`src/hdl/video_consts.svh`:
```
`ifndef VIDEO_CONSTS_SVH
`define VIDEO_CONSTS_SVH

// --------------------
// horizontal raster, in pixel clocks
// --------------------

// visible pixels per line
`define H_ACTIVE 1024
// hsync drops at this count
`define H_SYNC_ON 1048
// hsync returns high at this count
`define H_SYNC_OFF 1184
// full line including blanking
`define H_TOTAL 1344

// --------------------
// vertical raster, in lines
// --------------------

// visible lines per frame
`define V_ACTIVE 768
// vsync drops on this line
`define V_SYNC_ON 777
// vsync returns high on this line
`define V_SYNC_OFF 783
// full frame including blanking
`define V_TOTAL 806

// --------------------
// frame buffer
// --------------------

// read runs this many pixels ahead of the raster to cover bank latency
`define FETCH_LEAD 8
// bits per colour in a stored pixel, three colours per pixel
`define COLOR_BITS 6

`endif

```
`src/hdl/video_pkg.sv`:
```
`default_nettype none

package video_pkg;

`include "video_consts.svh"

   // bank access slot, set by the pixel phase
   // even counts read for display, odd counts write
   typedef enum logic {
      slot_read  = 1'b0,
      slot_write = 1'b1
   } ram_slot_e;

   // raster counters
   typedef logic [10:0] hcount_t;
   typedef logic [9:0]  vcount_t;

   // bank address, line on top and word index (column / 2) below
   typedef logic [18:0] vram_addr_t;

   // one rgb pixel, red then green then blue from the msb down
   typedef logic [3*`COLOR_BITS-1:0] pixel_t;

   // one bank word holds two pixels, even column in the upper half
   typedef logic [2*3*`COLOR_BITS-1:0] vram_word_t;

endpackage

`default_nettype wire

```
`src/hdl/raster_timing.sv`:
```
`timescale 1ns/1ps
`default_nettype none

`include "video_consts.svh"

module raster_timing import video_pkg::*; (
   input  logic    clk,
   input  logic    reset,
   output hcount_t hcount,
   output vcount_t vcount,
   output logic    hsync,
   output logic    vsync,
   output logic    blank
);

   // registered blank flags per axis
   logic hblank;
   logic vblank;

   // count decodes true in the last cycle before each change
   logic hreset;
   logic hblank_on;
   logic hsync_on;
   logic hsync_off;
   logic vreset;
   logic vblank_on;
   logic vsync_on;
   logic vsync_off;

   logic next_hblank;
   logic next_vblank;

   // --------------------
   // horizontal decode
   // --------------------
   assign hreset    = (hcount == hcount_t'(`H_TOTAL - 1));
   assign hblank_on = (hcount == hcount_t'(`H_ACTIVE - 1));
   assign hsync_on  = (hcount == hcount_t'(`H_SYNC_ON - 1));
   assign hsync_off = (hcount == hcount_t'(`H_SYNC_OFF - 1));

   // --------------------
   // vertical decode
   // --------------------
   // vertical events only happen on the last pixel of a line
   assign vreset    = hreset & (vcount == vcount_t'(`V_TOTAL - 1));
   assign vblank_on = hreset & (vcount == vcount_t'(`V_ACTIVE - 1));
   assign vsync_on  = hreset & (vcount == vcount_t'(`V_SYNC_ON - 1));
   assign vsync_off = hreset & (vcount == vcount_t'(`V_SYNC_OFF - 1));

   // blank flags set at end of active region and cleared at wrap
   assign next_hblank = hreset ? 1'b0 : (hblank_on ? 1'b1 : hblank);
   assign next_vblank = vreset ? 1'b0 : (vblank_on ? 1'b1 : vblank);

   always_ff @(posedge clk) begin
      if (reset) begin
         hcount <= '0;
         vcount <= '0;
         hblank <= 1'b0;
         vblank <= 1'b0;
         // syncs are active low and idle high
         hsync  <= 1'b1;
         vsync  <= 1'b1;
         blank  <= 1'b0;
      end else begin
         hcount <= hreset ? '0 : hcount + 1'b1;
         if (hreset) begin
            vcount <= vreset ? '0 : vcount + 1'b1;
         end
         hblank <= next_hblank;
         vblank <= next_vblank;
         hsync  <= hsync_on ? 1'b0 : (hsync_off ? 1'b1 : hsync);
         vsync  <= vsync_on ? 1'b0 : (vsync_off ? 1'b1 : vsync);
         // next flags let blank drop with the line wrap and not a cycle later
         blank  <= next_vblank | next_hblank;
      end
   end

endmodule

`default_nettype wire

```
`src/hdl/fetch_address.sv`:
```
`timescale 1ns/1ps
`default_nettype none

`include "video_consts.svh"

module fetch_address import video_pkg::*; (
   input  hcount_t    hcount,
   input  vcount_t    vcount,
   output ram_slot_e  slot,
   output vram_addr_t read_addr
);

   // forecast position, FETCH_LEAD pixels ahead of the raster
   logic    wrap_line;
   hcount_t hcount_f;
   vcount_t vcount_f;

   // --------------------
   // forecast column
   // --------------------
   // from the hsync point on, fetch the next line's first words
   // so the data is waiting when the next line starts
   assign wrap_line = (hcount >= hcount_t'(`H_SYNC_ON));

   always_comb begin
      if (wrap_line) begin
         hcount_f = hcount - hcount_t'(`H_SYNC_ON);
      end else begin
         hcount_f = hcount + hcount_t'(`FETCH_LEAD);
      end
   end

   // --------------------
   // forecast line
   // --------------------
   always_comb begin
      if (!wrap_line) begin
         vcount_f = vcount;
      end else if (vcount == vcount_t'(`V_TOTAL - 1)) begin
         // last line of the frame rolls over to line 0
         vcount_f = '0;
      end else begin
         vcount_f = vcount + 1'b1;
      end
   end

   // line in the upper ten bits, two pixels per word below
   assign read_addr = {vcount_f, hcount_f[9:1]};

   // even pixel counts read, odd counts are free for writes
   assign slot = hcount[0] ? slot_write : slot_read;

endmodule

`default_nettype wire

```
`src/hdl/bank_arbiter.sv`:
```
`timescale 1ns/1ps
`default_nettype none

module bank_arbiter import video_pkg::*; (
   input  ram_slot_e  slot,
   input  vram_addr_t read_addr,
   input  vram_addr_t cam_addr,
   input  vram_word_t cam_data,
   input  vram_addr_t proc_addr,
   input  vram_word_t proc_data,
   input  logic       proc_enable,
   input  logic       show_proc,
   input  vram_word_t bank0_rdata,
   input  vram_word_t bank1_rdata,
   output vram_addr_t bank0_addr,
   output logic       bank0_we,
   output vram_word_t bank0_wdata,
   output vram_addr_t bank1_addr,
   output logic       bank1_we,
   output vram_word_t bank1_wdata,
   output vram_word_t read_word
);

   // --------------------
   // bank 0, camera frame
   // --------------------
   // every write slot belongs to the camera side
   always_comb begin
      if (slot == slot_write) begin
         bank0_addr = cam_addr;
         bank0_we   = 1'b1;
      end else begin
         bank0_addr = read_addr;
         bank0_we   = 1'b0;
      end
   end

   // data bus can sit on the camera word, we decides if it lands
   assign bank0_wdata = cam_data;

   // --------------------
   // bank 1, processed frame
   // --------------------
   // writes only when the processing side is running
   // otherwise the slot falls back to a harmless display read
   always_comb begin
      if ((slot == slot_write) && proc_enable) begin
         bank1_addr = proc_addr;
         bank1_we   = 1'b1;
      end else begin
         bank1_addr = read_addr;
         bank1_we   = 1'b0;
      end
   end

   assign bank1_wdata = proc_data;

   // --------------------
   // display source
   // --------------------
   // both banks see the same read address, so either word lines up
   assign read_word = show_proc ? bank1_rdata : bank0_rdata;

endmodule

`default_nettype wire

```
`src/hdl/pixel_unpack.sv`:
```
`timescale 1ns/1ps
`default_nettype none

`include "video_consts.svh"

module pixel_unpack import video_pkg::*; (
   input  logic       clk,
   input  logic       reset,
   input  ram_slot_e  slot,
   input  vram_word_t read_word,
   input  logic       hsync,
   input  logic       vsync,
   input  logic       blank,
   output logic [7:0] vga_red,
   output logic [7:0] vga_green,
   output logic [7:0] vga_blue,
   output logic       vga_hsync,
   output logic       vga_vsync,
   output logic       vga_blank
);

   // two-stage word latch
   vram_word_t word_latched;
   vram_word_t word_display;
   // pixel picked from the display word, then its output register
   pixel_t     pixel_sel;
   pixel_t     pixel_q;

   // --------------------
   // word latch
   // --------------------
   // bank data is valid in the read slot two cycles after the address
   // hand it to the display register once the write slot ends
   always_ff @(posedge clk) begin
      if (slot == slot_read) begin
         word_latched <= read_word;
      end
      if (slot == slot_write) begin
         word_display <= word_latched;
      end
   end

   // even column sits in the upper half of the word
   always_comb begin
      if (slot == slot_read) begin
         pixel_sel = word_display[2*$bits(pixel_t)-1:$bits(pixel_t)];
      end else begin
         pixel_sel = word_display[$bits(pixel_t)-1:0];
      end
   end

   // --------------------
   // output registers
   // --------------------
   always_ff @(posedge clk) begin
      pixel_q <= pixel_sel;
   end

   // sync and blank ride alongside the pixel, one cycle behind the raster
   always_ff @(posedge clk) begin
      if (reset) begin
         vga_hsync <= 1'b1;
         vga_vsync <= 1'b1;
         vga_blank <= 1'b0;
      end else begin
         vga_hsync <= hsync;
         vga_vsync <= vsync;
         vga_blank <= blank;
      end
   end

   // dac takes 8 bits per colour, low bits padded with zero
   assign vga_red   = {pixel_q[3*`COLOR_BITS-1:2*`COLOR_BITS], {(8-`COLOR_BITS){1'b0}}};
   assign vga_green = {pixel_q[2*`COLOR_BITS-1:`COLOR_BITS], {(8-`COLOR_BITS){1'b0}}};
   assign vga_blue  = {pixel_q[`COLOR_BITS-1:0], {(8-`COLOR_BITS){1'b0}}};

endmodule

`default_nettype wire

```
`src/hdl/zbt_video_top.sv`:
```
`timescale 1ns/1ps
`default_nettype none

module zbt_video_top import video_pkg::*; (
   input  logic       clk,
   input  logic       reset,
   // camera side writes into bank 0
   input  vram_addr_t cam_addr,
   input  vram_word_t cam_data,
   // processed image writes into bank 1
   input  vram_addr_t proc_addr,
   input  vram_word_t proc_data,
   input  logic       proc_enable,
   input  logic       show_proc,
   // zbt bank ports
   input  vram_word_t bank0_rdata,
   input  vram_word_t bank1_rdata,
   output vram_addr_t bank0_addr,
   output logic       bank0_we,
   output vram_word_t bank0_wdata,
   output vram_addr_t bank1_addr,
   output logic       bank1_we,
   output vram_word_t bank1_wdata,
   // vga dac and syncs
   output logic [7:0] vga_red,
   output logic [7:0] vga_green,
   output logic [7:0] vga_blue,
   output logic       vga_hsync,
   output logic       vga_vsync,
   output logic       vga_blank
);

   // raster position and timing
   hcount_t    hcount;
   vcount_t    vcount;
   logic       hsync;
   logic       vsync;
   logic       blank;
   // memory slot and forecast address
   ram_slot_e  slot;
   vram_addr_t read_addr;
   // word selected for display
   vram_word_t read_word;

   // --------------------
   // raster
   // --------------------
   raster_timing raster_timing_i (
      .clk    (clk),
      .reset  (reset),
      .hcount (hcount),
      .vcount (vcount),
      .hsync  (hsync),
      .vsync  (vsync),
      .blank  (blank)
   );

   fetch_address fetch_address_i (
      .hcount    (hcount),
      .vcount    (vcount),
      .slot      (slot),
      .read_addr (read_addr)
   );

   // --------------------
   // banks and display
   // --------------------
   bank_arbiter bank_arbiter_i (
      .slot        (slot),
      .read_addr   (read_addr),
      .cam_addr    (cam_addr),
      .cam_data    (cam_data),
      .proc_addr   (proc_addr),
      .proc_data   (proc_data),
      .proc_enable (proc_enable),
      .show_proc   (show_proc),
      .bank0_rdata (bank0_rdata),
      .bank1_rdata (bank1_rdata),
      .bank0_addr  (bank0_addr),
      .bank0_we    (bank0_we),
      .bank0_wdata (bank0_wdata),
      .bank1_addr  (bank1_addr),
      .bank1_we    (bank1_we),
      .bank1_wdata (bank1_wdata),
      .read_word   (read_word)
   );

   pixel_unpack pixel_unpack_i (
      .clk       (clk),
      .reset     (reset),
      .slot      (slot),
      .read_word (read_word),
      .hsync     (hsync),
      .vsync     (vsync),
      .blank     (blank),
      .vga_red   (vga_red),
      .vga_green (vga_green),
      .vga_blue  (vga_blue),
      .vga_hsync (vga_hsync),
      .vga_vsync (vga_vsync),
      .vga_blank (vga_blank)
   );

endmodule

`default_nettype wire

```
`config.mk`:
```
export PLATFORM = sky130hd
export DESIGN_NAME = zbt_video_top
export DESIGN_NICKNAME = d
export VERILOG_FILES = /design/src/hdl/video_pkg.sv /design/src/hdl/raster_timing.sv /design/src/hdl/fetch_address.sv /design/src/hdl/bank_arbiter.sv /design/src/hdl/pixel_unpack.sv /design/src/hdl/zbt_video_top.sv
export VERILOG_INCLUDE_DIRS = /design/src /design/src/hdl
export SDC_FILE = /design/constraint.sdc
export NUM_CORES = 1
export LEC_CHECK = 0
export ABC_AREA = 1
export BUFFER_PORTS_ARGS = -buffer_cell sky130_fd_sc_hd__buf_2
export CAP_MARGIN = 20
export CORE_AREA = 2 2 127 129
export CTS_BUF_LIST = sky130_fd_sc_hd__clkbuf_4 sky130_fd_sc_hd__clkbuf_8
export DETAILED_ROUTE_END_ITERATION = 7
export DIE_AREA = 0 0 129 131
export HOLD_SLACK_MARGIN = 0.02
export PLACE_DENSITY_LB_ADDON = 0.08
export SLEW_MARGIN = 20
export SYNTH_ARGS = -nofsm -noshare
export SYNTH_HDL_FRONTEND = slang
export SYNTH_SLANG_ARGS = --single-unit
```
`constraint.sdc`:
```
create_clock -name clk -period 7.5 [get_ports clk]
set_input_delay 0 -clock clk [delete_from_list [all_inputs] [get_ports clk]]
set_output_delay 0 -clock clk [all_outputs]
set_load 0.05 [all_outputs]
```
==> results of run 1 <==
where the power goes:
group | leakage, nW | switching, mW | internal [mW]
registers | 1.09 | 0.0204 | 0.743
logic | 2.43 | 0.220 | 0.115
clock network | 0.187 | 0.268 | 0.283
total | 3.70 | 0.508 | 1.14
metal layers:
metal  wire (µm)  part of all wire, %  global-route usage, %
met3         871                  5.8                  5.782
met1        6414                   42                  21.22
met4         128                 0.85                  5.499
met2        7696                   51                  29.23
met5           0                    0                      0
final cells by class:
cell class,instances,share of cell area [%]
clock buffers,19,3.096
clock inverters,13,1.407
inverters,45,2.015
multi-input cells,378,25.92
flip-flops and latches,119,36.78
well taps,216,3.200
repair buffers,320,27.58
registers in the layout, summed over array words and instances (netlist names), 10 cells and up:
| signal | count |
|---|---|
| pixel_unpack_i.word_display | 36 |
| pixel_unpack_i.word_latched | 36 |
| pixel_unpack_i.pixel_q | 18 |
| raster_timing_i.hcount | 11 |
| raster_timing_i.vcount | 10 |
synth_stat cells, types with 2 or more instances:
cell	count
a21oi_1	6
buf_2	9
buf_4	79
buf_6	3
clkbuf_1	9
dfxtp_1	47
edfxtp_1	72
ha_1	11
inv_1	34
inv_2	10
mux2_2	36
nand2_1	177
nand2_2	3
nand2_4	2
nand3_1	24
nand3_2	5
nand3b_1	2
nand4_1	9
nor2_1	19
nor2_2	5
nor2_4	4
nor3_1	9
o211ai_1	7
o211ai_2	2
o21ai_0	16
o21ai_1	11
o22ai_2	10
xnor2_1	2
xor2_1	4
placed cells by master, fill, tap and decap left out, types with 4 or more instances in the layout:
master / instances
nand2_1: 177
buf_2: 174
dlygate4sd3_1: 145
edfxtp_1: 72
dfxtp_1: 46
mux2_2: 36
inv_1: 33
nand3_1: 24
nor2_1: 19
clkbuf_8: 19
o21ai_0: 16
inv_2: 11
o21ai_1: 11
ha_1: 11
o22ai_2: 10
nand4_1: 9
nor3_1: 9
o211ai_1: 7
a21oi_1: 6
conb_1: 6
nor2_2: 5
nand3_2: 5
inv_6: 5
nor2_4: 4
xor2_1: 4
cells by family after synthesis:
| group | after synthesis |
|---|---|
| DFF | 119 |
| buffers and inverters | 145 |
| AOI/OAI and AO/OA | 58 |
| muxes | 36 |
| and+or+nand+nor | 261 |
| xor gates and xnor gates | 6 |
| other | 1 |
| adders and majority gates | 11 |
repair_timing:
action / 4_1_cts / 5_1_grt
hold buffers: 145 / 0
endpoints found under the hold margin: 113 / 0
buffers inserted: 0 / 0
metrics by stage:
stage | power (mW) | util [%] | instances | hold WS (ns)
after CTS | 1.668 | 54.16 | 1110 | 0.3561
after floorplan | 1.013 | - | 642 | 0.07118
after detailed placement | 0.9733 | 42.41 | 933 | 0.0003409
final | 1.649 | 54.16 | 1110 | 0.3885
after global placement | 0.9707 | 42.41 | 933 | 0.0003409
after global routing | 1.726 | 54.16 | 1110 | 0.3496
how the worst max path moves through the flow:
| stage | from | end | slack [ns] | cells past startpoint |
|---|---|---|---|---|
| after global placement | raster_timing_i.hcount[0] | bank0_addr[7] | 4.01 | 15 |
| after CTS | raster_timing_i.hcount[0] | bank0_addr[7] | 3.41 | 15 |
| final | raster_timing_i.hcount[0] | bank0_addr[7] | 3.53 | 15 |
| after detailed placement | raster_timing_i.hcount[0] | bank0_addr[7] | 3.90 | 15 |
| after floorplan | raster_timing_i.hcount[0] | bank0_addr[5] | 2.48 | 12 |
| after global routing | raster_timing_i.hcount[0] | bank1_addr[7] | 3.07 | 15 |
worst register-to-register path: stages, from the launching register on:
cell,delay [ns]
dfxtp_4,0.99
ha_1,0.30
nand2_1,0.11
nor2_4,0.17
nand3_2,0.12
nand2_1,0.78
inv_2,0.10
nand2_1,0.12
nand2_1,0.06
==> results.json, run 1 <==
{
  "end_kind": "primary output",
  "synth_top_cell_area_share_pct": 35.16,
  "io_buffers": 174,
  "drv_cap": 0,
  "rows": 46,
  "cts_tree": "done",
  "max-vdd-ir-drop_mv": 0.1217,
  "worst_slew_pin_slew_ns": 1.044,
  "pin_count": 325,
  "final_design_area_no_fill_um2": 8447,
  "routedWlPerCell_um": 13.61,
  "synth_compound_area_share_pct": 6.714,
  "drt_iter0_markers": 211,
  "worst_slack_ns": 3.527,
  "ant_nets": 0,
  "ys_async_sr_fraction_pct": 0,
  "viasPerCell": 4.515,
  "core_area_um2": 15600,
  "whs_endpoint": "pixel_unpack_i.vga_blank",
  "dp_slack_ns": 3.901,
  "synthAdderAreaFrac_pct": 2.238,
  "area_growth_pct": 37.36,
  "critPathRequiredTime_ns": 7.50,
  "n_fill_cell": 1388,
  "num_antenna_cells": 0,
  "gp_congestion": 0.8272,
  "setup_tns_ns": 0,
  "p_leak_nw": 3.704,
  "antenna_found_initial": 0,
  "wl_um": 15110,
  "final_nets": 1078,
  "drc": 0,
  "crit_slowest_cell": "dfxtp_4",
  "syn_area_per_cell_um2": 9.654,
  "dp_hpwl_um": 9679,
  "startpoint_type": "flop",
  "clkLatencyLatePin_ns": 0.42,
  "seq_area_um2": 3107,
  "placed_area_um2": 6615,
  "syn_inst": 637,
  "min_path_cells": 3,
  "cts.sinks": 119,
  "synth_edf_count": 72,
  "synth_warnings": 0,
  "numCtsBuffers": 17,
  "ys_ff_latch": 119,
  "synth-seq-area-share_pct": 50.46,
  "critPathKind": "flop to primary output",
  "critPathTopFamily": "buffers and inverters",
  "vias": 5012,
  "timing.final.crit_period_ns": 3.973,
  "ctsResizeCount": 0,
  "synthXorXnorAreaFrac_pct": 0.8545,
  "critPathMaxStageDelay_ns": 0.63,
  "netlist_area_um2": 6150,
  "grt_max_degree": 89,
  "die_y_um": 131,
  "die_w_um": 129,
  "clkTransAtPathRegs_ns": 0.07,
  "h-tree-depth": 4,
  "finalCritPeriodShare_pct": 52.97,
  "cts-root-buf": "clkbuf_8",
  "crit_chain": "inv_2, buf_4, ha_1, nand2_1, nor2_1, nand3_2, nand2_4, ha_1, a21oi_1, a21boi_0, nand2_1, nand2_1, nand3_1, nand2_1, buf_2",
  "r2r_end": "raster_timing_i.blank",
  "synth_simple_gate_area_share_pct": 18.84,
  "synth_top_family_by_area": "simple AND/OR/NAND/NOR gates",
  "min_path_type": "input port to flop",
  "hold_start": "reset",
  "skew_ns": 0.006103,
  "clk_path_buf_depth": 2,
  "synth_cell_types": 39,
  "netlist_top_cells_area": "edfxtp_1 (35%), dfxtp_1 (15%), nand2_1 (11%), buf_4 (9.6%), mux2_2 (6.6%)",
  "crit_buf_inv": 3,
  "grt_pass1_vias": 4796,
  "rsz0062_at_grt": "no",
  "final_hold_viol_count": 0,
  "status": "finished clean",
  "crit_arrival_ns": 3.97,
  "setup-violations-final": 0,
  "slew_violations": 0,
  "ys.flop_type": "edfxtp_1",
  "grt_pass1_wl_um": 22850,
  "die_area_um2": 16900,
  "fmax_mhz": 251.7,
  "worstPathMaxFanout": 88,
  "grt_overflow": 0,
  "drive_gt1_share_pct": 32.44,
  "r2r_cells": 8,
  "synth_top_area_cell": "edfxtp_1",
  "muxShareOfSynthArea_pct": 6.592,
  "powerDensity_nw_per_um2": 195.2,
  "drtPass1Iterations": 4,
  "crit_top_cell": "nand2_1",
  "groute.usage.overall_pct": 17.37,
  "max-slew-margin-rel_pct": 30.26,
  "floorplan.initialDensity_pct": 39.43,
  "rrSetupSlack_ns": 4.64,
  "multi_input_area_um2": 2190,
  "timing.rr.start": "raster_timing_i.hcount[0]"
}
Power figures use the tool's default switching activity.
==> run 2: changes to the inputs <==
--- a/config.mk
+++ b/config.mk
@@ -9,10 +9,11 @@
 export ABC_AREA = 1
 export BUFFER_PORTS_ARGS = -buffer_cell sky130_fd_sc_hd__buf_2
 export CAP_MARGIN = 20
-export CORE_AREA = 2 2 127 129
+export CORE_ASPECT_RATIO = 0.8
+export CORE_MARGIN = 1
+export CORE_UTILIZATION = 42
 export CTS_BUF_LIST = sky130_fd_sc_hd__clkbuf_4 sky130_fd_sc_hd__clkbuf_8
 export DETAILED_ROUTE_END_ITERATION = 7
-export DIE_AREA = 0 0 129 131
 export HOLD_SLACK_MARGIN = 0.02
 export PLACE_DENSITY_LB_ADDON = 0.08
 export SLEW_MARGIN = 20
==> constraint.sdc (replaced) <==
create_clock -name clk -period 3.4 [get_ports clk]
set_input_delay 0 -clock clk [delete_from_list [all_inputs] [get_ports clk]]
set_output_delay 0 -clock clk [all_outputs]
set_load 0.05 [all_outputs]
==> run 2 against run 1 <==
Wire length is 0.29% higher. Final area is 0.30% lower. Die area is 10% lower.
==> results.json, run 2 (synthesis results as in run 1) <==
{
  "grt_max_degree": 68,
  "final_nets": 1081,
  "met1Wirelength_um": 6686,
  "fmax_mhz": 314.8,
  "critPathKind": "flop to primary output",
  "critPathRequiredTime_ns": 3.40,
  "slew_violations": 0,
  "ant_nets": 0,
  "floorplan.initialDensity_pct": 43.01,
  "max-slew-margin-rel_pct": 46.43,
  "pin_count": 325,
  "cts.sinks": 119,
  "io_buffers": 174,
  "crit_arrival_ns": 3.18,
  "antenna_found_initial": 0,
  "h-tree-depth": 4,
  "worstPathMaxFanout": 26,
  "die_w_um": 137.3,
  "crit_top_cell": "nand2_1",
  "p_leak_nw": 3.713,
  "setup-violations-final": 0,
  "drt_iter0_markers": 250,
  "drive_gt1_share_pct": 33.22,
  "skew_ns": 0.01052,
  "cts_tree": "done",
  "max-vdd-ir-drop_mv": 0.2545,
  "grt_pass1_vias": 4679,
  "clkLatencyLatePin_ns": 0.43,
  "dp_slack_ns": 0.7046,
  "min_path_type": "input port to flop",
  "ctsResizeCount": 0,
  "die_y_um": 110.2,
  "groute.usage.overall_pct": 19.84,
  "dp_hpwl_um": 9445,
  "core_area_um2": 14300,
  "met2_length_um": 7426,
  "worst_slew_pin_slew_ns": 0.8035,
  "whs_ns": 0.3692,
  "final_hold_viol_count": 0,
  "end_kind": "primary output",
  "rows": 39,
  "status": "finished clean",
  "routedWlPerCell_um": 14.02,
  "setup_tns_ns": 0,
  "clk_path_buf_depth": 2,
  "drv_cap": 0,
  "reg_top3": "pixel_unpack_i.word_display x36, pixel_unpack_i.word_latched x36, pixel_unpack_i.pixel_q x18",
  "clkTransAtPathRegs_ns": 0.07,
  "critPathMaxStageDelay_ns": 0.50,
  "die_area_um2": 15130,
  "finalCritPeriodShare_pct": 93.42,
  "grt_pass1_wl_um": 22700,
  "cts-root-buf": "clkbuf_8",
  "route.met3.wl_um": 940,
  "viasPerCell": 4.691,
  "final_util_pct": 58.90,
  "timing.final.crit_period_ns": 3.176,
  "numCtsBuffers": 17,
  "vias": 5071,
  "top_layer": "met4",
  "gp_congestion": 0.9067,
  "crit_slowest_cell": "dfxtp_1",
  "startpoint_type": "flop",
  "drtPass1Iterations": 4,
  "worst_slack_ns": 0.2236,
  "area_growth_pct": 36.95,
  "layout_commonest_cell": "nand2_1",
  "num_antenna_cells": 0,
  "final_cell_mix": "nand2_1 (177), buf_2 (174), dlygate4sd3_1 (145), edfxtp_1 (72), dfxtp_1 (46)",
  "grt_overflow": 0,
  "drc": 0,
  "powerDensity_nw_per_um2": 426.6,
  "crit_chain": "ha_1, nor2_1, nand3_1, nand2_1, nand2_4, ha_1, nand2_1, nand2_1, a31oi_1, xor2_1, o21ai_2, buf_2",
  "wl_um": 15150,
  "rsz0062_at_grt": "no"
}
[run 2: cell types whose count changed in the layout (fill, tap and decap cells not counted)]
| cell | delta |
|---|---|
| clkinvlp_4 | +1 |
| o21ai_1 | +2 |
| o21ai_0 | -6 |
| clkinv_1 | -1 |
| clkbuf_4 | +1 |
| inv_8 | +1 |
| bufinv_16 | -1 |
| clkinv_2 | -1 |
| buf_4 | +3 |
| clkbuf_8 | -2 |
| inv_6 | +2 |
| o21ai_2 | +4 |
[run 2: report_power, final]
group | internal (mW) | switching, mW
Combinational | 0.256 | 0.509
Sequential | 1.64 | 0.0287
Clock | 0.531 | 0.629
[run 2: worst max-delay path: cells and delay by family, from the launching register on]
family,cells,cell delay [ns]
AOI/OAI and AO/OA,2,0.26
xor gates and xnor gates,1,0.41
adders and majority gates,2,0.68
and+or+nand+nor,6,0.68
buffers and inverters,1,0.23
DFF,1,0.50
[run 2: final cells by class]
class	instances	area [µm²]
clock buffers	18	241.5
clock inverters	14	116.4
fillers	1204	5876
inverters	45	170.2
multi-input cells	378	2205
flip-flops and latches	119	3107
well taps	184	230.2
repair buffers	323	2352
[run 2: final timing paths]
| check | depth (start not counted) | endpoint | start | slack [ns] |
|---|---|---|---|---|
| hold / removal | 3 | pixel_unpack_i.vga_blank | reset | 0.37 |
| setup / recovery | 12 | bank1_addr[6] | raster_timing_i.hcount[3] | 0.22 |
| hold reg to reg | 2 | pixel_unpack_i.vga_blank | raster_timing_i.blank | 0.40 |
| setup reg to reg | 7 | raster_timing_i.vcount[4] | raster_timing_i.hcount[0] | 1.34 |
[run 2: through the flow]
step | area, µm² | total power [mW] | instances
finish | 8422 | 3.593 | 1081
floorplan | 6188 | 2.234 | 642
global route | 8422 | 3.749 | 1081
global placement | 6613 | 2.145 | 904
detailed placement | 6613 | 2.152 | 904
CTS | 8422 | 3.625 | 1081
[run 2: timing repair]
item	4_1_cts	5_1_grt
buffers inserted	0	0
endpoints found under the hold margin	113	0
hold buffers	145	0
[run 2: layer usage]
| metal | track usage, % | vias to the layer above |
|---|---|---|
| met2 | 32.22 | 169 |
| met4 | 5.102 | 0 |
| met3 | 6.219 | 9 |
| li1 | - | 2536 |
| met1 | 25.68 | 2357 |
| met5 | 0 | - |
